==> src/logic/fpgc_config.svh <==
// Build-time constants for the FPGC housekeeping and video-memory logic
// Included by every file that needs a depth, a timer length or a RAM size
// LED hold time is the short simulation value; the board build uses 100000
`ifndef FPGC_CONFIG_SVH
`define FPGC_CONFIG_SVH

// Flops per asynchronous input
`define FPGC_SYNC_STAGES 2

// System reset length after a DTR rising edge, in clk cycles
`define FPGC_DTR_PULSE_CYCLES 8

// Minimum on-time of a stretched activity LED
`define FPGC_LED_HOLD_CYCLES 16

// Video RAM depths in words
`define FPGC_VRAM32_WORDS 1056
`define FPGC_VRAM8_WORDS 8194
`define FPGC_VRAMSPR_WORDS 256

`endif

==> src/logic/fpgc_sys_pkg.sv <==
// Board-side types: asynchronous pins, external reset lines, activity
// sources and the status LED group
// Referenced by scoped name from the top level and the housekeeping blocks
package fpgc_sys_pkg;

    // Raw pins and their synchronized copy share this layout
    typedef struct packed {
        logic btn_l_n;
        logic btn_r_n;
        logic uart0_dtr;
        logic spi1_nint;
        logic spi2_nint;
        logic spi3_int;
        logic spi4_gp;
        logic frame_drawn;
        logic boot_mode;
    } async_in_t;

    // Stable interrupt and boot bits for the CPU side
    typedef struct packed {
        logic spi1_nint;
        logic spi2_nint;
        logic spi3_int;
        logic spi4_gp;
        logic frame_drawn;
        logic boot_mode;
    } irq_t;

    // USB chips reset high, Ethernet chip reset low
    typedef struct packed {
        logic usb0_rst;
        logic usb1_rst;
        logic eth_nrst;
    } ext_reset_t;

    // Active-high bus activity
    typedef struct packed {
        logic flash;
        logic usb0;
        logic usb1;
        logic eth;
        logic ps2;
    } activity_t;

    typedef struct packed {
        logic dtr;
        logic flash;
        logic usb0;
        logic usb1;
        logic eth;
        logic ps2;
        logic gpu;
    } status_led_t;

endpackage

==> src/logic/multi_stabilizer.sv <==
// Synchronizer for the whole group of asynchronous board inputs
// Every bit passes the same register chain, so all see the same delay
`timescale 1ns/1ns
`include "fpgc_config.svh"

module multi_stabilizer (
    input  logic                    clk,
    input  logic                    rst_n,
    input  fpgc_sys_pkg::async_in_t async_in,
    output fpgc_sys_pkg::async_in_t stable
);

    localparam int STAGES = `FPGC_SYNC_STAGES;

    // Stage 0 may go metastable, later stages settle it
    fpgc_sys_pkg::async_in_t sync_q [STAGES];

    always_ff @(posedge clk) begin
        if (!rst_n) begin
            for (int i = 0; i < STAGES; i++) begin
                sync_q[i] <= '0;
            end
        end else begin
            sync_q[0] <= async_in;
            // Shift toward the output
            for (int i = 1; i < STAGES; i++) begin
                sync_q[i] <= sync_q[i-1];
            end
        end
    end

    // Last stage is the clean copy
    assign stable = sync_q[STAGES-1];

endmodule

==> config.mk <==
export PLATFORM = sky130hd
export DESIGN_NAME = multi_stabilizer
export DESIGN_NICKNAME = d
export VERILOG_FILES = /design/src/logic/fpgc_sys_pkg.sv /design/src/logic/multi_stabilizer.sv
export VERILOG_INCLUDE_DIRS = /design/src /design/src/logic
export SDC_FILE = /design/constraint.sdc
export NUM_CORES = 1
export LEC_CHECK = 0
export BUFFER_PORTS_ARGS = -buffer_cell sky130_fd_sc_hd__buf_2
export CAP_MARGIN = 20
export CORE_MARGIN = 1
export CORE_UTILIZATION = 25
export DETAILED_ROUTE_END_ITERATION = 12
export PLACE_DENSITY = 0.51
export SLEW_MARGIN = 30
export SYNTH_ARGS = -nofsm -noshare
export SYNTH_HDL_FRONTEND = slang
export SYNTH_SLANG_ARGS = --single-unit
==> constraint.sdc <==
create_clock -name clk -period 1.45 [get_ports clk]
set_input_delay 0 -clock clk [delete_from_list [all_inputs] [get_ports clk]]
set_output_delay 0 -clock clk [all_outputs]
set_load 0.01 [all_outputs]
After elaboration in Yosys (flattened, before gate mapping)
Memories as Yosys holds them, arrays and structs flattened.
Index checks and enable logic that the tools add are counted.
{"block": "op_classes", "muxes": 4, "bitwise_logic": 2}
{"cell": "9-bit two-way mux", "n": 2}
{"cell": "1-bit two-way mux", "n": 2}
{"cell": "1-bit bitwise OR", "n": 2}
{"block": "totals", "regBits": 0, "ramBits": 18, "inputBits": 11, "out_inout_bits": 9, "word_cells": 7, "memories": 1}
{"memory": "sync_q", "words": 2, "word_bits": 9, "read_ports": 2, "rd_ports_with_merged_regs": 0, "wr": 2, "line_no": "multi_stabilizer.sv:16", "source": "fpgc_sys_pkg::async_in_t sync_q [STAGES];"}

Longest topological paths before layout
{"block": "depth", "word_depth": 2, "mapped_depth": 2, "depth_no_buf": 1}

Least setup slack after synthesis
Ideal clock, no wire load.
{"block": "synth_timing", "path_kind": "register to register", "startpoint": "memory sync_q[0][1] (netlist bit)", "endpoint": "memory sync_q[0][10] (netlist bit)", "setup_ns": 0.116, "arrival_time_ns": 0.434, "t_required_ns": 1.334, "path_slack_ns": 0.900, "path_stages_with_launch": 2, "path_buffers": 0, "synth_period_minus_slack_ns": 0.550, "cell_sequence": "dfxtp_1 -> and2_2"}
{"element": "start: declaration", "line_no": "multi_stabilizer.sv:16"}

==> flow_summary.yaml <==
grt:
  grt.total_usage_pct: 6.68
  grt_pass1_vias: 288
  grt.overflow.total: 0
  antenna_found_initial: 0
  grt_pass1_wl_um: 1130
  grt_max_degree: 19
synthesis:
  synth_warnings: 0
  yosysUniqueCellTypes: 5
  ys_ff_latch: 18
  yosysSeqAreaShare_pct: 63.3
  syn_area_um2: 569
  synthCells: 46
  synth_fp_nets: 57
  syn_avg_cell_area_um2: 12.4
sta:
  relSlewSlack_pct: 84.4
  period_share_pct: 49.4
  skew_ns: 0.000283
  tightest_slew_ns: 0.233
  hold_violations: 0
  finalMaxSlewViolations: 0
  rsz0062_at_grt: "no"
  fin_setup_tns_ns: 0
  finalSetupViolations: 0
  timing.fmax_ghz: 1.40
  period_minus_slack_ns: 0.716
clock_network:
  cts_root_buf: "clkbuf_4"
  clk_pin_slew_ns: 0.10
  clkSinkCount: 18
  cts_buffers: 3
  htree_levels: 1
  cts_max_path_buffers: 2
  cts_tree: "yes"
  clock_latency_ns: 0.28
  post_cts_resized: 0
drt:
  drc_errors: 0
  antenna_left: 0
  wire_per_inst_um: 7.48
  vias: 315
  drt-total-wl_um: 711
  drtIter0Drc: 0
  firstDrtPassIters: 1
  vias_per_cell: 3.32
setup_path:
  critPathLaunchType: "register"
  crit_path_cell_trace: "buf_2"
  critical_path.max_stage_delay_ns: 0.32
  reg2reg_from: "sync_q[0][8]"
  cp_slowest_cell: "dfxtp_1"
  regToRegSetupSlack_ns: 0.88
  rr_worst_depth: 1
  worstSetupEndpointType: "output pin"
  cp.required_ns: 1.45
  path_buf_inv: 1
  r2r-end: "sync_q[0][17]"
  cp_top_family: "flip-flops"
  cp.arrival_ns: 0.72
  crit_fanout: 1
  crit_type: "reg2out"
power:
  p_per_area_nw_per_um2: 1190
  p_leak_nw: 0.353
  ir_worst_vdd_mv: 0.448
hold_path:
  min_path_type: "in2reg"
  hold_depth: 2
  whs_endpoint: "sync_q[0][13]"
  worst_hold_startpoint: "rst_n"
status:
  status: "finished clean"
layout:
  top_regs: "sync_q: 18 flops"
  largest_reg_flops: 18
  fin_area_um2: 746
  regMostFlops: "sync_q"
  drive_gt1_share_pct: 54.4
  final_common_cell: "buf_2"
  n_antenna_cell: 0
  area_growth_pct: 31.0
  layout_common_cells: "buf_2, dfxtp_1, and2_2"
  nets: 80
floorplan:
  start_util_pct: 27.9
  dieArea_um2: 2470
  die_w_um: 49.7
  core_area_um2: 2040
  placementRows: 16
  io_pins: 20
  die_h_um: 49.7
job:
  drv.max_cap_violation_count: 0
placement:
  placement.io_buffers: 19
  globalplace.congestion: 0.591
  place_area_um2: 619
[logic make-up (layout without fill, tap and decap cells)]
| logic type | after synthesis | after routing | synth area share, % |
|---|---|---|---|
| flip-flops | 18 | 18 | 63.3 |
| AND/OR/NAND/NOR | 18 | 18 | 22.9 |
| buffers and inverters | 10 | 32 | 13.8 |
[what timing repair did]
action	in CTS	in global routing
hold buffers	9	0
endpoints found under the setup margin	0	0
endpoints found under the hold margin	9	0
setup buffers	0	0
[metal layers]
layer  GRT usage (%)  vias up  share of wire (%)  wire, um
met1            6.72      132                 46       329
li1                -      172                  -         -
met2            9.91        9                 46       328
met5               0        -                  0         0
met3            2.78        2                5.9        42
met4            7.14        0                1.5        11
[cell usage after synthesis]
cell type  instances  area [um^2]
and2_1             4         25.0
and2_2            14          105
buf_4              9         67.6
buf_6              1         11.3
dfxtp_1           18          360
[layout make-up]
class	instances	area, um^2
fill	209	1300
sequential	18	360
timing repair buffer	28	185
multi-input combinational	18	130
clock buffer	4	36.3
tap	27	33.8
[where the power goes]
part	leakage [nW]	internal (W)	switching, W	total [W]
Sequential	0.149	0.000517	0.00000357	0.000521
Clock	0.0210	0.000153	0.000142	0.000295
Combinational	0.183	0.0000460	0.0000227	0.0000686
[worst max-delay path by stage]
stage,cells after the start,startpoint,slack [ns],to
floorplan,1,sync_q[0][1],0.90,sync_q[0][10]
global placement,1,sync_q[0][6],0.89,sync_q[0][15]
detailed placement,1,sync_q[0][8],0.89,sync_q[0][17]
CTS,1,sync_q[0][16],0.71,stable[7]
global route,1,sync_q[0][14],0.68,stable[5]
finish,1,sync_q[0][16],0.73,stable[7]
[stage by stage]
step           utilization, %  worst slack, ns  total power, W  hold slack [ns]  std cells
3_3_place_gp             30.3            0.893        0.000582            0.220         82
5_1_grt                  36.5            0.677        0.000941            0.103         95
3_5_place_dp             30.3            0.891        0.000583            0.223         82
4_1_cts                  36.5            0.709        0.000902           0.0997         95
6_report                 36.5            0.734        0.000884           0.0963         95
2_1_floorplan               -            0.900        0.000573            0.136         46
No activity file was read; power rests on OpenSTA's default activity.
