`src/logic/fpgc_config.svh`:
```
// Build-time constants for the FPGC housekeeping and video-memory logic
// Included by every file that needs a depth, a timer length or a RAM size
// LED hold time is the short simulation value; the board build uses 100000
`ifndef FPGC_CONFIG_SVH
`define FPGC_CONFIG_SVH

// Flops per asynchronous input
`define FPGC_SYNC_STAGES 2

// System reset length after a DTR rising edge, in clk cycles
`define FPGC_DTR_PULSE_CYCLES 8

// Minimum on-time of a stretched activity LED
`define FPGC_LED_HOLD_CYCLES 16

// Video RAM depths in words
`define FPGC_VRAM32_WORDS 1056
`define FPGC_VRAM8_WORDS 8194
`define FPGC_VRAMSPR_WORDS 256

`endif

```
`src/logic/activity_led.sv`:
```
// Stretches short bus activity into an LED that stays on long enough to see
// LED follows the activity one cycle later and holds HOLD_CYCLES after it ends
// System reset turns the LED off
`timescale 1ns/1ns
`include "fpgc_config.svh"

module activity_led #(
    parameter int HOLD_CYCLES = `FPGC_LED_HOLD_CYCLES
) (
    input  logic clk,
    input  logic rst_n,
    input  logic sys_reset,
    input  logic activity,
    output logic led
);

    localparam int CNT_BITS = $clog2(HOLD_CYCLES + 1);

    // Remaining hold cycles after the last active cycle
    logic [CNT_BITS-1:0] hold_cnt;

    always_ff @(posedge clk) begin
        if (!rst_n) begin
            hold_cnt <= '0;
            led      <= 1'b0;
        end else if (sys_reset) begin
            hold_cnt <= '0;
            led      <= 1'b0;
        end else begin
            // Reload while busy, drain once idle
            if (activity) begin
                hold_cnt <= CNT_BITS'(HOLD_CYCLES - 1);
            end else if (hold_cnt != '0) begin
                hold_cnt <= hold_cnt - 1'b1;
            end
            led <= activity | (hold_cnt != '0);
        end
    end

endmodule

```
`config.mk`:
```
export PLATFORM = sky130hd
export DESIGN_NAME = activity_led
export DESIGN_NICKNAME = d
export VERILOG_FILES = /design/src/logic/activity_led.sv
export VERILOG_INCLUDE_DIRS = /design/src /design/src/logic
export SDC_FILE = /design/constraint.sdc
export NUM_CORES = 1
export LEC_CHECK = 0
export ABC_CLOCK_PERIOD_IN_PS = 1470
export BUFFER_PORTS_ARGS = -buffer_cell sky130_fd_sc_hd__buf_2
export CELL_PAD_IN_SITES_DETAIL_PLACEMENT = 0
export CELL_PAD_IN_SITES_GLOBAL_PLACEMENT = 1
export CORE_AREA = 5 5 42 44
export DETAILED_ROUTE_END_ITERATION = 8
export DIE_AREA = 0 0 47 49
export GPL_TIMING_DRIVEN = 1
export PLACE_DENSITY = 0.47
export SLEW_MARGIN = 20
export SYNTH_ARGS = -nofsm -noshare
export SYNTH_HDL_FRONTEND = slang
export SYNTH_SLANG_ARGS = --single-unit
```
`constraint.sdc`:
```
create_clock -name clk -period 1.47 [get_ports clk]
set_input_delay 0.147 -clock clk [delete_from_list [all_inputs] [get_ports clk]]
set_output_delay 0.147 -clock clk [all_outputs]
set_load 0.02 [all_outputs]
```
======== Word-level counts from Yosys, hierarchy flattened ========
Cells that the tools add are included.
cells by class
  add/subtract/negate cells ............... 1
  muxes and demuxes ....................... 2
  bitwise logic cells ..................... 2
  reductions and logical operators ........ 4
operator list
  kind                                              count
  2-to-1 mux 4 bit                                  2
  nonzero test 5 bit                                1
  subtractor 5 x 1 -> 5 bit, second input constant  1
  OR reduction 3 bit                                1
  nonzero test 2 bit                                1
  OR reduction 2 bit                                1
  inverter 1 bit                                    1
  bitwise OR 1 bit                                  1
storage, ports and cells
  bits in registers ....................... 6
  bits of input ports ..................... 4
  output and inout port bits .............. 1
  logic and storage cells ................. 12

======== Depth between registers and ports, before layout ========
  word-level depth ........................ 3
  gate-level depth with buffers ........... 5
  gate-level depth less buffers ........... 5

======== Worst setup path after synthesis ========
No wires, ideal clock.
  kind .................................... register to register
  start point ............................. register hold_cnt[0]
  end point ............................... register hold_cnt[2]
  setup time .............................. 120 ps
  arrival time ............................ 1176 ps
  path slack .............................. 174 ps
  stages on the path, launching flop included .. 6
  cell sequence ........................... dfxtp_1 -> inv_1 -> ha_1 -> nor4b_4 -> nor3b_1 -> o31a_1
on the way
  longest elaborated chain between the ends .. 3
  elaborated cells on any way between the ends .. 5
  those cells by class .................... add/sub (1); mux (2); reduce/logical (2)
RTL lines
  element                    RTL line            text
  from (decl)                activity_led.sv:20  logic [CNT_BITS-1:0] hold_cnt;
  from (signal assigned)     activity_led.sv:32  hold_cnt <= CNT_BITS'(HOLD_CYCLES - 1);
  from (signal assigned)     activity_led.sv:34  hold_cnt <= hold_cnt - 1'b1;
  subtractor 5 x 1 -> 5 bit  activity_led.sv:34
  2-to-1 mux 4 bit           activity_led.sv:33  end else if (hold_cnt != '0) begin
  2-to-1 mux 4 bit           activity_led.sv:31  if (activity) begin
Parallel ways exist; a longest one is shown, timed or not. The select of a mux whose other input is x is not followed.
A chain may end at the register's enable or synchronous reset.

======== Final worst setup path ========
  start point ............................. register hold_cnt[0]
  end point ............................... register hold_cnt[1]
The elaborated chain is that of the path after synthesis.

==> metrics <==
Post-Route WL 606 um; initial antenna violation count 0; Post-Syn Area per Cell 10.66 um2; I/O Buffers 4; # H-tree levels 1; vias per cell 4.491; # DRC 0; Slew Viols, Final 0; Die Area 0.002303 mm2; critical path class register to register; worst hold start activity; min cycle time layout 1363 ps; Seq/Total Area, Yosys 38.87%; maximum root-to-sink buffer count 2; Pwr Density 1117 mW/mm2; clock power share 35.2%; mapped cell area 309.0 um2; outcome finished clean; antenna fix cells 0; hpwl dp 477.3 um; Fmax achieved 733.8 MHz; setup violators final 0; Critical Path Start hold_cnt[0]$_SDFFE_PP0P_; Worst-path clk slew 50 ps; Placer Congestion 0.7503; die width 47 um; Synth Instances 29; post-placement cell area 364.1 um2; Final Hold Fails 0; Post-DRT Antenna Nets 0; worst slew pin tran 381.8 ps; max-cap violations 0; grt total ovfl 0; peak supply drop 0.0003409 V; drt first pass iters 1; Yosys top cell by area dfxtp_1; # IOs 5; critical path, cell by cell inv_1 > ha_2 > nor4b_4 > buf_4 > mux2i_1 > o21a_1; sequential power share 41.3%; largest net degree at the start of global routing 7; Hold Slack 138.2 ps; library cells used by synthesis 16; Worst Path Max Fanout 3; RSZ-0062 raised after global routing no; nets 47; Multi-input gate area 176.4 um2; CTS Root Cell clkbuf_4; Starting Density 22.05%; synthesized net count 35; Worst-Skew Late Latency 250 ps; drt wl/cell 11.02 um; skew final 2.708 ps; FF-to-FF Start hold_cnt[0]$_SDFFE_PP0P_; CTS Buf Count 3; Post-Route Setup TNS 0 ps; ranking of synthesized cells by area dfxtp_1 (39%), ha_1 (8.1%), nor4b_4 (7.7%), nor2b_1 (6.1%), xnor2_1 (5.7%); Setup crit end kind register; layout cells sized above 1 30.77%; Worst Path Required 1660 ps; Reg area 120.1 um2; CORE AREA 0.001401 mm2; clock sink total 6; Comb pwr share 23.5%; post-synthesis register bit count 6; die height 49 um; vias 247; Switching Fraction 26.47%; first-pass GRT wire length 979 um; P_sw 0.1173 mW; crit-path max cell delay 300 ps; R2R setup slack 110 ps; Fill cells 159; Int Pwr 0.3259 mW; Worst path slowest cell dfxtp_1; Layout area overhead 28.34%; vias in the first global route 252; row cnt 14; CTS tree done; max_slew headroom 74.49%; P_leak 0.1669 nW; worst path arrival time 1550 ps; final worst path period share 92.70%; CP Launch Type register; synth warn 0; Synth top area share 38.87%; number of DRC markers in iteration 0 0; type of the most critical hold path input port to register; final instance area 396.6 um2; Global Route Usage Sum 6.690%
-- power by group through the flow --
stage               Sequential [mW]  Combinational [mW]  Clock, mW
floorplan                     0.187              0.0653          0
CTS                           0.183              0.0979      0.159
finish                        0.183               0.104      0.156
global placement              0.186              0.0935          0
detailed placement            0.186              0.0974          0
global route                  0.184               0.115      0.167
-- placed cells by master (no fill, tap or decap), drive strengths merged --
| master | Yosys | final |
|---|---|---|
| o31a | 1 | 1 |
| nor3b | 2 | 2 |
| ha | 2 | 2 |
| mux2i | 1 | 1 |
| buf | 0 | 7 |
| o21a | 1 | 1 |
| o211ai | 1 | 1 |
| nor4b | 2 | 2 |
| nor2b | 3 | 3 |
| inv | 4 | 4 |
| or3 | 1 | 1 |
| clkbuf | 0 | 3 |
| a21boi | 2 | 2 |
| dfxtp | 6 | 6 |
| o311a | 1 | 1 |
| xnor2 | 2 | 2 |
-- cell usage after synthesis (all sizes together) --
cell / number
o31a: 1
a21boi: 2
nor3b: 2
or3: 1
o311a: 1
o211ai: 1
dfxtp: 6
nor2b: 3
xnor2: 2
ha: 2
inv: 4
nor4b: 2
o21a: 1
mux2i: 1
-- routing by layer --
| metal | GRT usage, % | vias up | wire length, um |
|---|---|---|---|
| li1 | - | 123 | - |
| met1 | 5.934 | 113 | 232 |
| met2 | 9.276 | 6 | 312 |
| met3 | 3.321 | 5 | 29 |
| met4 | 8.295 | 0 | 31 |
| met5 | 0 | - | 0 |
-- sequential cells by signal, summed over array words and instances, names as in the netlist --
register	flops
led	1
hold_cnt	5
-- worst max-delay path, delay by kind of cell, from the launching register on --
| kind | cells | cell delay [ps] |
|---|---|---|
| compound gates | 1 | 120 |
| flops | 1 | 300 |
| mux | 1 | 170 |
| buf+inv | 2 | 280 |
| fa+ha+maj | 1 | 200 |
| simple gates | 1 | 240 |
-- cell families after synthesis --
logic type	count (synthesis)	share of synthesized area, %
fa+ha+maj	2	8.096
xor+xnor	2	5.669
mux	1	3.239
compound gates	6	15.79
buf+inv	4	4.857
simple gates	8	23.48
flops	6	38.87
-- metrics by stage --
step	power (mW)	util, %	setup WS [ps]	std cells
final	0.4432	28.30	107.3	55
after global routing	0.4650	28.30	9.651	55
after CTS	0.4401	27.59	90.63	54
after detailed placement	0.2834	25.98	90.37	51
after global placement	0.2796	25.98	100.1	51
after floorplan	0.2521	-	174.1	29
-- final cells by class --
type,count,area share (%)
multi-input cells,19,44.48
flip-flops and latches,6,30.28
repair buffers,7,10.73
clock buffers,3,5.678
inverters,4,3.785
well taps,16,5.047
-- worst paths after layout --
kind | depth (start not counted) | to
worst max register to register | 6 | hold_cnt[1]$_SDFFE_PP0P_
worst min register to register | 2 | hold_cnt[3]$_SDFFE_PP0P_
worst max-delay path | 6 | hold_cnt[1]$_SDFFE_PP0P_
worst min-delay path | 2 | hold_cnt[4]$_SDFFE_PP0P_
-- timing repair --
item	4_1_cts	5_1_grt
setup endpoints to repair	0	1
buffers inserted	0	1
gates resized for setup	0	1
hold buffers	0	0
Power figures use the tool's default switching activity.
