==> src/logic/fpgc_config.svh <==
// Build-time constants for the FPGC housekeeping and video-memory logic
// Included by every file that needs a depth, a timer length or a RAM size
// LED hold time is the short simulation value; the board build uses 100000
`ifndef FPGC_CONFIG_SVH
`define FPGC_CONFIG_SVH

// Flops per asynchronous input
`define FPGC_SYNC_STAGES 2

// System reset length after a DTR rising edge, in clk cycles
`define FPGC_DTR_PULSE_CYCLES 8

// Minimum on-time of a stretched activity LED
`define FPGC_LED_HOLD_CYCLES 16

// Video RAM depths in words
`define FPGC_VRAM32_WORDS 1056
`define FPGC_VRAM8_WORDS 8194
`define FPGC_VRAMSPR_WORDS 256

`endif

==> src/logic/fpgc_sys_pkg.sv <==
// Board-side types: asynchronous pins, external reset lines, activity
// sources and the status LED group
// Referenced by scoped name from the top level and the housekeeping blocks
package fpgc_sys_pkg;

    // Raw pins and their synchronized copy share this layout
    typedef struct packed {
        logic btn_l_n;
        logic btn_r_n;
        logic uart0_dtr;
        logic spi1_nint;
        logic spi2_nint;
        logic spi3_int;
        logic spi4_gp;
        logic frame_drawn;
        logic boot_mode;
    } async_in_t;

    // Stable interrupt and boot bits for the CPU side
    typedef struct packed {
        logic spi1_nint;
        logic spi2_nint;
        logic spi3_int;
        logic spi4_gp;
        logic frame_drawn;
        logic boot_mode;
    } irq_t;

    // USB chips reset high, Ethernet chip reset low
    typedef struct packed {
        logic usb0_rst;
        logic usb1_rst;
        logic eth_nrst;
    } ext_reset_t;

    // Active-high bus activity
    typedef struct packed {
        logic flash;
        logic usb0;
        logic usb1;
        logic eth;
        logic ps2;
    } activity_t;

    typedef struct packed {
        logic dtr;
        logic flash;
        logic usb0;
        logic usb1;
        logic eth;
        logic ps2;
        logic gpu;
    } status_led_t;

endpackage

==> src/logic/reset_gen.sv <==
// System reset from the reset buttons and from a UART0 DTR rising edge
// Host opening the serial port gives a fixed-length reset pulse
// Also drives the reset lines of the two USB chips and the Ethernet chip
`timescale 1ns/1ns
`include "fpgc_config.svh"

module reset_gen (
    input  logic                     clk,
    input  logic                     rst_n,
    input  logic                     btn_l_n,
    input  logic                     btn_r_n,
    input  logic                     dtr,
    output logic                     sys_reset,
    output fpgc_sys_pkg::ext_reset_t ext_reset
);

    localparam int PULSE    = `FPGC_DTR_PULSE_CYCLES;
    localparam int CNT_BITS = $clog2(PULSE + 1);

    logic                dtr_q;
    logic [CNT_BITS-1:0] pulse_cnt;
    logic                dtr_rise;
    logic                btn_hold;

    // Low one cycle, high the next
    assign dtr_rise = dtr & ~dtr_q;

    // Either button pressed
    assign btn_hold = ~btn_l_n | ~btn_r_n;

    always_ff @(posedge clk) begin
        if (!rst_n) begin
            dtr_q     <= 1'b0;
            pulse_cnt <= '0;
            sys_reset <= 1'b0;
        end else begin
            dtr_q <= dtr;
            // Edge cycle itself counts as the first pulse cycle
            if (dtr_rise) begin
                pulse_cnt <= CNT_BITS'(PULSE - 1);
            end else if (pulse_cnt != '0) begin
                pulse_cnt <= pulse_cnt - 1'b1;
            end
            sys_reset <= btn_hold | dtr_rise | (pulse_cnt != '0);
        end
    end

    // External chips follow the system reset
    assign ext_reset.usb0_rst = sys_reset;
    assign ext_reset.usb1_rst = sys_reset;
    assign ext_reset.eth_nrst = ~sys_reset;

endmodule

==> config.mk <==
export PLATFORM = sky130hd
export DESIGN_NAME = reset_gen
export DESIGN_NICKNAME = d
export VERILOG_FILES = /design/src/logic/fpgc_sys_pkg.sv /design/src/logic/reset_gen.sv
export VERILOG_INCLUDE_DIRS = /design/src /design/src/logic
export SDC_FILE = /design/constraint.sdc
export NUM_CORES = 1
export LEC_CHECK = 0
export BUFFER_PORTS_ARGS = -buffer_cell sky130_fd_sc_hd__clkbuf_2
export CAP_MARGIN = 20
export CORE_AREA = 5 5 42 44
export DETAILED_ROUTE_END_ITERATION = 10
export DIE_AREA = 0 0 47 49
export SLEW_MARGIN = 5
export SYNTH_ARGS = -nofsm -noshare
export SYNTH_HDL_FRONTEND = slang
export SYNTH_SLANG_ARGS = --single-unit
==> constraint.sdc <==
create_clock -name clk -period 3 [get_ports clk]
set_input_delay 0.3 -clock clk [delete_from_list [all_inputs] [get_ports clk]]
set_output_delay 0.3 -clock clk [all_outputs]
set_load 0.03 [all_outputs]
**After elaboration in Yosys (flattened, before gate mapping)**

Cells that the tools add are included.

- Bits in registers: 6
- Output and inout port bits: 4
- Logic and storage cells: 19

- Add/sub/neg operators: 1
- Multiplexer cells: 2
- Bitwise operators: 9
- Reductions and logical operators: 3

Operators by type and width:

| kind | number |
|---|---|
| 3-bit two-way mux | 2 |
| 1-bit NOT | 5 |
| 4-bit nonzero test | 1 |
| 4-bit by 1-bit subtractor with 4-bit output, second input constant | 1 |
| 1-bit bitwise OR | 3 |
| 2-bit nonzero test | 1 |
| 2-bit OR reduction | 1 |
| 1-bit bitwise AND | 1 |

**Depth between registers and ports, before layout**

Gate-level depths: netlist of the first run.

- Word-level depth: 4
- Mapped depth: 5
- Depth with buffers taken out: 5

**Least setup slack after synthesis of the first run**

Ideal clock, no wire load.

- Path type: register to register
- From: reg pulse_cnt[0]
- To: reg pulse_cnt[1]
- Library setup time: 0.070 ns
- Arrival: 1.245 ns
- Data required time: 2.930 ns
- Setup slack: 1.686 ns
- Cell stages (with the launch flop): 6
- Path buffers: 0
- Period minus slack after synthesis: 1.314 ns
- Cells stage by stage: dfxtp_1 -> inv_1 -> ha_1 -> nor3b_4 -> mux2_2 -> a21oi_1

- Word-level cells in the longest chain between the ends: 3

Ends and longest elaborated chain:

| item | line | RTL |
|---|---|---|
| start: declaration | reset_gen.sv:21 | `logic [CNT_BITS-1:0] pulse_cnt;` |
| start signal: assignment | reset_gen.sv:40 | `pulse_cnt <= CNT_BITS'(PULSE - 1);` |
| start signal: assignment | reset_gen.sv:42 | `pulse_cnt <= pulse_cnt - 1'b1;` |
| 4-bit by 1-bit subtractor with 4-bit output | reset_gen.sv:42 |  |
| 3-bit two-way mux | reset_gen.sv:41 | `end else if (pulse_cnt != '0) begin` |
| 3-bit two-way mux | reset_gen.sv:39 | `if (dtr_rise) begin` |

Several ways; a longest one is shown, not always the timed one. The select of a mux whose other input is x is not followed.
A chain may end at the register's enable or synchronous reset.

**Worst setup path in the final report of the first run**

Ends and elaborated chain as after synthesis.

==> impl_metrics.py, run 1 <==
metrics = {
    "finish": {
        "multiInputGateArea_sq_um": 138,
        "final_nets": 47,
        "drive_above_1_share_pct": 34.2,
        "layout_common_cells": "8 x clkbuf_2, 6 x dfxtp_1, 4 x inv_1",
        "n_antenna_cell": 0,
        "area_delta_synth_final_pct": 23.5,
        "final_common_cell": "clkbuf_2",
        "fillers": 163,
        "regArea_sq_um": 120,
    },
    "power": {
        "ir_drop_v": 0.000281,
        "p_per_area_nw_per_um2": 726,
        "p_leak_nw": 0.162,
    },
    "setup_path": {
        "crit_chain": "inv_1 -> ha_1 -> nor3b_4 -> mux2_2 -> a21oi_1",
        "reg2reg_slack_ns": 1.59,
        "worstPathArrival_ns": 1.58,
        "cp-end-kind": "flop",
        "crit_family": "multiplexers",
        "critPathMaxFanout": 5,
        "cp.required_ns": 3.17,
        "critical_path_buf_inv_count": 1,
        "cp_slowest_stage_delay_ns": 0.37,
        "crit_type": "reg2reg",
        "start_kind": "flop",
        "crit_slowest_cell": "mux2_2",
    },
    "synthesis": {
        "synth_top_area_share_pct": 41.7,
        "synth_area_leader_cell": "dfxtp_1",
        "netlist_instances": 29,
        "synth-seq-cells": 6,
        "yosys_warnings": 0,
        "ys_seq_area_share_pct": 41.7,
        "postSynthAreaPerCell_sq_um": 9.92,
        "synth.cell_area_sq_um": 288,
        "synth_nets": 36,
        "synth_cell_types": 15,
        "synth_area_leaders": "dfxtp_1 42%, xnor2_1 9.1%, ha_1 8.7%",
    },
    "die": {
        "die_area_sq_um": 2300,
        "io_pins": 9,
        "core-area_sq_um": 1400,
        "row_count": 14,
        "initial_core_util_pct": 20.5,
        "die_y_microns": 49,
        "die_width_microns": 47,
    },
    "clock_tree": {
        "htree_levels": 1,
        "cts.sinks": 6,
        "cts_hold_buf": 0,
        "insertion_delay_ns": 0.24,
        "clockBufferDepth": 2,
        "cts_tree": "done",
        "numCtsBuffers": 3,
        "cts_setup_buffers": 0,
        "cts_resized": 0,
        "cts.root.buffer_cell": "clkbuf_4",
        "clk_pin_slew_ns": 0.05,
    },
    "timing": {
        "rsz0062_at_grt": "no",
        "finClkSkew_ns": 0.00413,
        "setup_viol": 0,
        "holdWs_ns": 0.266,
        "finalCritPeriodShare_pct": 46.9,
        "fmax_mhz": 710,
        "drv_slew": 0,
        "worstMarginPinSlew_ns": 0.275,
        "fin_setup_tns_ns": 0,
        "slew_headroom_pct": 81.7,
        "fin_crit_ns": 1.41,
        "finalHoldViolCount": 0,
    },
    "hold_path": {
        "min_path_type": "in2reg",
    },
    "placed_design": {
        "hpwl_microns": 384,
        "place_congestion": 0.750,
        "port_buffers": 8,
    },
    "run": {
        "cap_violations": 0,
    },
    "route": {
        "drt-initial-drc-count": 1,
        "antenna_left": 0,
        "viasPerCell": 3.89,
        "vias": 210,
        "wl_microns": 484,
        "dr.pass1.iters": 4,
        "drc": 0,
        "wl_per_cell_microns": 8.96,
    },
    "global_route": {
        "grt.total_usage_pct": 6.13,
        "gr-usage-met3_pct": 3.32,
        "grt_antenna_before_repair": 0,
        "grt_overflow": 0,
        "grt_pass1_vias": 220,
        "use_met2_pct": 7.47,
        "grt_max_degree": 6,
        "grt_first_pass_wirelength_microns": 924,
        "busiest_layer": "met2",
        "use_met1_pct": 6.59,
    },
    "status": {
        "outcome": "finished clean",
    },
}
report_power, final:
part | total (mW) | internal (mW) | switching [mW]
sequential | 0.103 | 0.0925 | 0.0102
combinational | 0.0820 | 0.0420 | 0.0400
clock | 0.0731 | 0.0452 | 0.0279
state kept, by name, indices dropped and copies added (netlist names):
name       count
dtr_q          1
sys_reset      1
pulse_cnt      4
through the flow:
stage	instances	util, %	total power, mW	setup WS (ns)	area, sq um
3_3_place_gp	51	23.8	0.186	1.61	333
2_1_floorplan	29	-	0.173	1.69	288
6_report	54	25.4	0.258	1.59	355
3_5_place_dp	51	23.8	0.187	1.57	333
4_1_cts	54	25.4	0.266	1.56	355
5_1_grt	54	25.4	0.282	1.49	355
logic make-up after synthesis:
| group | share of synthesized area [%] |
|---|---|
| AND/OR/NAND/NOR | 17.0 |
| buffers and inverters | 10.4 |
| flip-flops | 41.7 |
| AO/OA/AOI/OAI | 9.13 |
| XOR/XNOR | 9.13 |
| adder cells (fa/ha/maj) | 8.69 |
| multiplexers | 3.91 |
layer usage:
layer  share of wire (%)  vias up
met1                  43       92
met3                 4.3        2
met4                 2.7        0
li1                    -      113
met2                  50        3
met5                   0        -
final cells by class:
type                       instances  area share [%]
multi-input combinational         17            38.7
sequential                         6            33.8
timing repair buffer               8            11.3
clock buffer                       3            6.34
tap                               16            5.63
inverter                           4            4.23
final timing paths:
path                        startpoint                   endpoint  cells past startpoint
max          pulse_cnt[0]$_SDFFE_PN0P_  pulse_cnt[1]$_SDFFE_PN0P_                      5
min                            btn_r_n       sys_reset$_SDFF_PN0_                      2
max reg2reg  pulse_cnt[0]$_SDFFE_PN0P_  pulse_cnt[1]$_SDFFE_PN0P_                      5
min reg2reg  pulse_cnt[3]$_SDFFE_PP0P_  pulse_cnt[3]$_SDFFE_PP0P_                      2
cell usage after synthesis:
cell type / number
mux2_2: 1
a21oi_1: 2
nor3b_4: 1
nor2_1: 1
dfxtp_1: 6
xnor2_1: 3
and2_1: 1
nand2b_1: 1
nor3_1: 2
a41oi_1: 1
nand2_1: 1
ha_1: 2
buf_4: 2
o21a_1: 1
inv_1: 4
Power figures use the tool's default switching activity.
==> run 2: changes to the inputs <==
- clock period: 3 -> 1.5 ns (I/O delays scaled with it)
==> run 2 against run 1 <==
Effect of this change:
- die area unchanged
- worst setup slack got worse by 1.4 ns
- critical path depth unchanged
- hold slack got worse by 0.15 ns
- highest routed layer unchanged
- routed wire length decreased by 1.0%
- sequential share of layout area decreased by 0.70 points
- design area increased by 2.1%
- first-iteration DRC count decreased by 100%
- clock power increased by 110%
- register-to-register slack got worse by 1.4 ns
==> impl_metrics.py, run 2 (same netlist as run 1, synthesis figures left out) <==
metrics = {
    "clock_tree": {
        "cts.sinks": 6,
        "cts_hold_buf": 0,
        "clockBufferDepth": 2,
        "cts_resized": 0,
        "numCtsBuffers": 3,
        "cts.root.buffer_cell": "clkbuf_4",
        "cts_tree": "done",
        "clk_pin_slew_ns": 0.05,
        "htree_levels": 1,
        "cts_setup_buffers": 0,
        "insertion_delay_ns": 0.25,
    },
    "timing": {
        "setup_viol": 0,
        "worstMarginPinSlew_ns": 0.204,
        "fin_crit_ns": 1.29,
        "rsz0062_at_grt": "no",
        "finalCritPeriodShare_pct": 86.1,
        "fin_setup_tns_ns": 0,
        "finClkSkew_ns": 0.00343,
        "finalHoldViolCount": 0,
        "drv_slew": 0,
        "fmax_mhz": 774,
        "slew_headroom_pct": 86.3,
    },
    "finish": {
        "final_common_cell": "clkbuf_2",
        "largest_register": "pulse_cnt",
        "layout_common_cells": "8 x clkbuf_2, 6 x dfxtp_1, 4 x inv_1",
        "largest_reg_flops": 4,
        "drive_above_1_share_pct": 35.9,
        "n_antenna_cell": 0,
        "top_regs": "pulse_cnt x4, dtr_q x1, sys_reset x1",
        "area_delta_synth_final_pct": 26.1,
        "fillers": 160,
        "finalNonFillerCells": 55,
        "final_nets": 48,
    },
    "placed_design": {
        "hpwl_microns": 396,
        "placed_cells": 52,
        "place_congestion": 0.734,
        "port_buffers": 8,
    },
    "setup_path": {
        "worstRegToRegCells": 5,
        "worstPathArrival_ns": 1.47,
        "cp_slowest_stage_delay_ns": 0.35,
        "cp.required_ns": 1.68,
        "crit_chain": "inv_1 -> ha_1 -> nor3b_4 -> mux2_2 -> a21oi_1",
        "crit_type": "reg2reg",
        "reg2reg_slack_ns": 0.21,
        "start_kind": "flop",
        "crit_family": "multiplexers",
        "crit_slowest_cell": "mux2_2",
        "cp-end-kind": "flop",
        "critPathMaxFanout": 3,
        "reg2reg_to": "pulse_cnt[1]$_SDFFE_PN0P_",
        "timing.rr.start": "pulse_cnt[0]$_SDFFE_PN0P_",
        "critical_path_buf_inv_count": 1,
    },
    "global_route": {
        "grt_first_pass_wirelength_microns": 903,
        "grt.total_usage_pct": 6.06,
        "grt_overflow": 0,
        "grt_antenna_before_repair": 0,
        "grt_max_degree": 6,
        "grt_pass1_vias": 223,
    },
    "die": {
        "die_area_sq_um": 2300,
        "core-area_sq_um": 1400,
        "die_y_microns": 49,
        "initial_core_util_pct": 20.5,
        "io_pins": 9,
        "die_width_microns": 47,
        "row_count": 14,
    },
    "hold_path": {
        "hold_path_startpoint": "btn_r_n",
        "min_path_type": "in2reg",
        "whs_endpoint": "sys_reset$_SDFF_PN0_",
        "min_path_cells": 2,
    },
    "power": {
        "p_leak_nw": 0.167,
        "ir_drop_v": 0.000560,
        "fin_total_pwr_uw": 534,
        "p_per_area_nw_per_um2": 1470,
    },
    "route": {
        "antenna_left": 0,
        "vias": 209,
        "viasPerCell": 3.80,
        "drt-initial-drc-count": 0,
        "dr.pass1.iters": 1,
        "wl_per_cell_microns": 8.71,
        "drc": 0,
        "wl_microns": 479,
    },
    "status": {
        "outcome": "finished clean",
    },
    "run": {
        "cap_violations": 0,
    },
}
[run 2: cell type report]
class,instances,area [sq um],area share (%)
well taps,16,20.0,5.52
inverters,4,15.0,4.14
multi-input cells,17,138,37.9
clock buffers,3,22.5,6.21
repair buffers,9,47.5,13.1
flip-flops and latches,6,120,33.1
[run 2: worst max-delay path by stage]
stage / cells past startpoint / startpoint / to
6_report: 5 / pulse_cnt[0]$_SDFFE_PN0P_ / pulse_cnt[1]$_SDFFE_PN0P_
5_1_grt: 5 / pulse_cnt[0]$_SDFFE_PN0P_ / pulse_cnt[1]$_SDFFE_PN0P_
4_1_cts: 5 / pulse_cnt[0]$_SDFFE_PN0P_ / pulse_cnt[1]$_SDFFE_PN0P_
3_5_place_dp: 5 / pulse_cnt[0]$_SDFFE_PN0P_ / pulse_cnt[1]$_SDFFE_PN0P_
3_3_place_gp: 5 / pulse_cnt[0]$_SDFFE_PN0P_ / pulse_cnt[1]$_SDFFE_PN0P_
2_1_floorplan: 5 / pulse_cnt[0]$_SDFFE_PN0P_ / pulse_cnt[1]$_SDFFE_PN0P_
[run 2: where the power goes]
group | internal (mW) | switching, mW | total (mW)
Clock | 0.0907 | 0.0614 | 0.152
Sequential | 0.185 | 0.0204 | 0.205
Combinational | 0.0940 | 0.0828 | 0.177
Total | 0.370 | 0.165 | 0.534
[run 2: metrics by stage]
stage | utilization [%] | setup WS (ns) | hold WS, ns | area [sq um]
4_1_cts | 25.9 | 0.199 | 0.114 | 363
6_report | 25.9 | 0.208 | 0.113 | 363
3_3_place_gp | 24.3 | 0.217 | 0.366 | 340
3_5_place_dp | 24.3 | 0.204 | 0.371 | 340
2_1_floorplan | - | 0.186 | 0.268 | 288
5_1_grt | 25.9 | 0.137 | 0.133 | 363
[run 2: layer usage]
| metal | share of wire, % | routed length [microns] | global-route usage [%] | vias to the layer above |
|---|---|---|---|---|
| li1 | - | - | - | 112 |
| met1 | 43 | 204 | 6.59 | 88 |
| met2 | 47 | 226 | 7.24 | 4 |
| met3 | 3.8 | 18 | 3.32 | 5 |
| met4 | 6.1 | 29 | 6.91 | 0 |
| met5 | 0 | 0 | 0 | - |
[run 2: worst reg2reg max path, cell delays in order, from the launching register on]
cell	delay [ns]
dfxtp_1	0.31
inv_1	0.11
ha_1	0.16
nor3b_4	0.18
mux2_2	0.35
a21oi_1	0.12
==> run 3: changes to the inputs <==
- clock period: 1.5 -> 1.41 ns (I/O delays scaled with it)
==> run 3 against run 2 <==
Effect of this change:
- clock power about the same
- combinational power up 6%
- global-route usage shrank 0.56 points
- critical path depth did not move
- hold slack lost 0.0056 ns
- non-clock buffer count unchanged
- first-iteration DRC count up 2
- final cell count unchanged
- sequential share of layout area did not move
- routed wire length decreased by 5.4%
- critical endpoint unchanged
- largest cell class unchanged
- highest routed layer unchanged
==> impl_metrics.py, run 3 (same netlist as run 1, synthesis figures left out) <==
metrics = {
    "global_route": {
        "grt.total_usage_pct": 5.50,
        "grt_antenna_before_repair": 0,
        "grt_max_degree": 6,
        "grt_pass1_vias": 206,
        "grt_overflow": 0,
        "grt_first_pass_wirelength_microns": 862,
    },
    "die": {
        "core-area_sq_um": 1400,
        "io_pins": 9,
        "die_area_sq_um": 2300,
        "die_y_microns": 49,
        "die_width_microns": 47,
        "initial_core_util_pct": 20.5,
        "row_count": 14,
    },
    "route": {
        "wl_per_cell_microns": 8.24,
        "drc": 0,
        "dr.pass1.iters": 2,
        "viasPerCell": 3.78,
        "antenna_left": 0,
        "wl_microns": 453,
        "drt-initial-drc-count": 2,
        "vias": 208,
    },
    "setup_path": {
        "worstPathArrival_ns": 1.46,
        "crit_type": "reg2reg",
        "cp-end-kind": "flop",
        "cp.required_ns": 1.57,
        "critPathMaxFanout": 3,
        "start_kind": "flop",
        "cp-startpoint": "pulse_cnt[0]$_SDFFE_PN0P_",
        "timing.rr.start": "pulse_cnt[0]$_SDFFE_PN0P_",
    },
    "hold_path": {
        "hold_path_startpoint": "btn_r_n",
        "min_path_type": "in2reg",
    },
    "clock_tree": {
        "insertion_delay_ns": 0.24,
        "htree_levels": 1,
        "cts_tree": "done",
        "clk_pin_slew_ns": 0.04,
        "numCtsBuffers": 3,
        "cts_resized": 0,
        "cts.root.buffer_cell": "clkbuf_4",
        "clockBufferDepth": 2,
        "cts_hold_buf": 0,
        "cts.sinks": 6,
        "cts_setup_buffers": 0,
    },
    "timing": {
        "fmax_mhz": 768,
        "rsz0062_at_grt": "no",
        "finalHoldViolCount": 0,
        "finClkSkew_ns": 0.00535,
        "drv_slew": 0,
        "fin_crit_ns": 1.30,
        "setup_viol": 0,
        "fin_setup_tns_ns": 0,
        "finalCritPeriodShare_pct": 92.3,
        "holdWs_ns": 0.108,
        "worstMarginPinSlew_ns": 0.228,
        "slew_headroom_pct": 84.7,
    },
    "finish": {
        "final_nets": 48,
        "final_common_cell": "clkbuf_2",
        "top_regs": "pulse_cnt x4, dtr_q x1, sys_reset x1",
        "drive_above_1_share_pct": 35.9,
        "largest_reg_flops": 4,
        "largest_register": "pulse_cnt",
        "layout_common_cells": "8 x clkbuf_2, 6 x dfxtp_1, 4 x inv_1",
        "n_antenna_cell": 0,
        "final_util_pct": 25.9,
        "area_delta_synth_final_pct": 26.1,
    },
    "power": {
        "p_per_area_nw_per_um2": 1530,
        "p_leak_nw": 0.167,
        "ir_drop_v": 0.000658,
    },
    "placed_design": {
        "place_congestion": 0.708,
        "port_buffers": 8,
        "hpwl_microns": 388,
    },
    "run": {
        "cap_violations": 0,
    },
    "status": {
        "outcome": "finished clean",
    },
}
-- run 3: worst paths after layout --
path | to | slack, ns | cells after the start
hold / removal | sys_reset$_SDFF_PN0_ | 0.11 | 2
hold reg to reg | pulse_cnt[3]$_SDFFE_PP0P_ | 0.59 | 2
setup / recovery | pulse_cnt[1]$_SDFFE_PN0P_ | 0.11 | 5
setup reg to reg | pulse_cnt[1]$_SDFFE_PN0P_ | 0.11 | 5
-- run 3: power by group --
part | total [mW] | switching (mW) | internal [mW]
sequential | 0.218 | 0.0211 | 0.197
clock | 0.149 | 0.0537 | 0.0957
combinational | 0.188 | 0.0883 | 0.0993
-- run 3: area by class of cell --
cell class              count  area, sq um
well taps                  16         20.0
flip-flops and latches      6          120
multi-input cells          17          138
fillers                   151         1040
inverters                   4         15.0
repair buffers              9         47.5
clock buffers               3         22.5
-- run 3: stage by stage --
| stage | power, mW | setup WS, ns | instances | instance area (sq um) |
|---|---|---|---|---|
| detailed placement | 0.410 | 0.0983 | 52 | 340 |
| global route | 0.597 | 0.0166 | 55 | 363 |
| global placement | 0.407 | 0.144 | 52 | 340 |
| CTS | 0.567 | 0.0902 | 55 | 363 |
| floorplan | 0.368 | 0.0957 | 29 | 288 |
| finish | 0.555 | 0.108 | 55 | 363 |
-- run 3: metal layers --
layer / global-route usage [%] / part of all wire, %
met2: 7.01 / 52
met5: 0 / 0
met1: 6.39 / 41
met4: 5.53 / 3.5
met3: 2.21 / 2.6
-- run 3: critical path: stages, from the launching register on --
cell and delay [ns]:
dfxtp_1 0.30, inv_1 0.10, ha_1 0.15, nor3b_4 0.18, mux2_2 0.35, a21oi_1 0.14
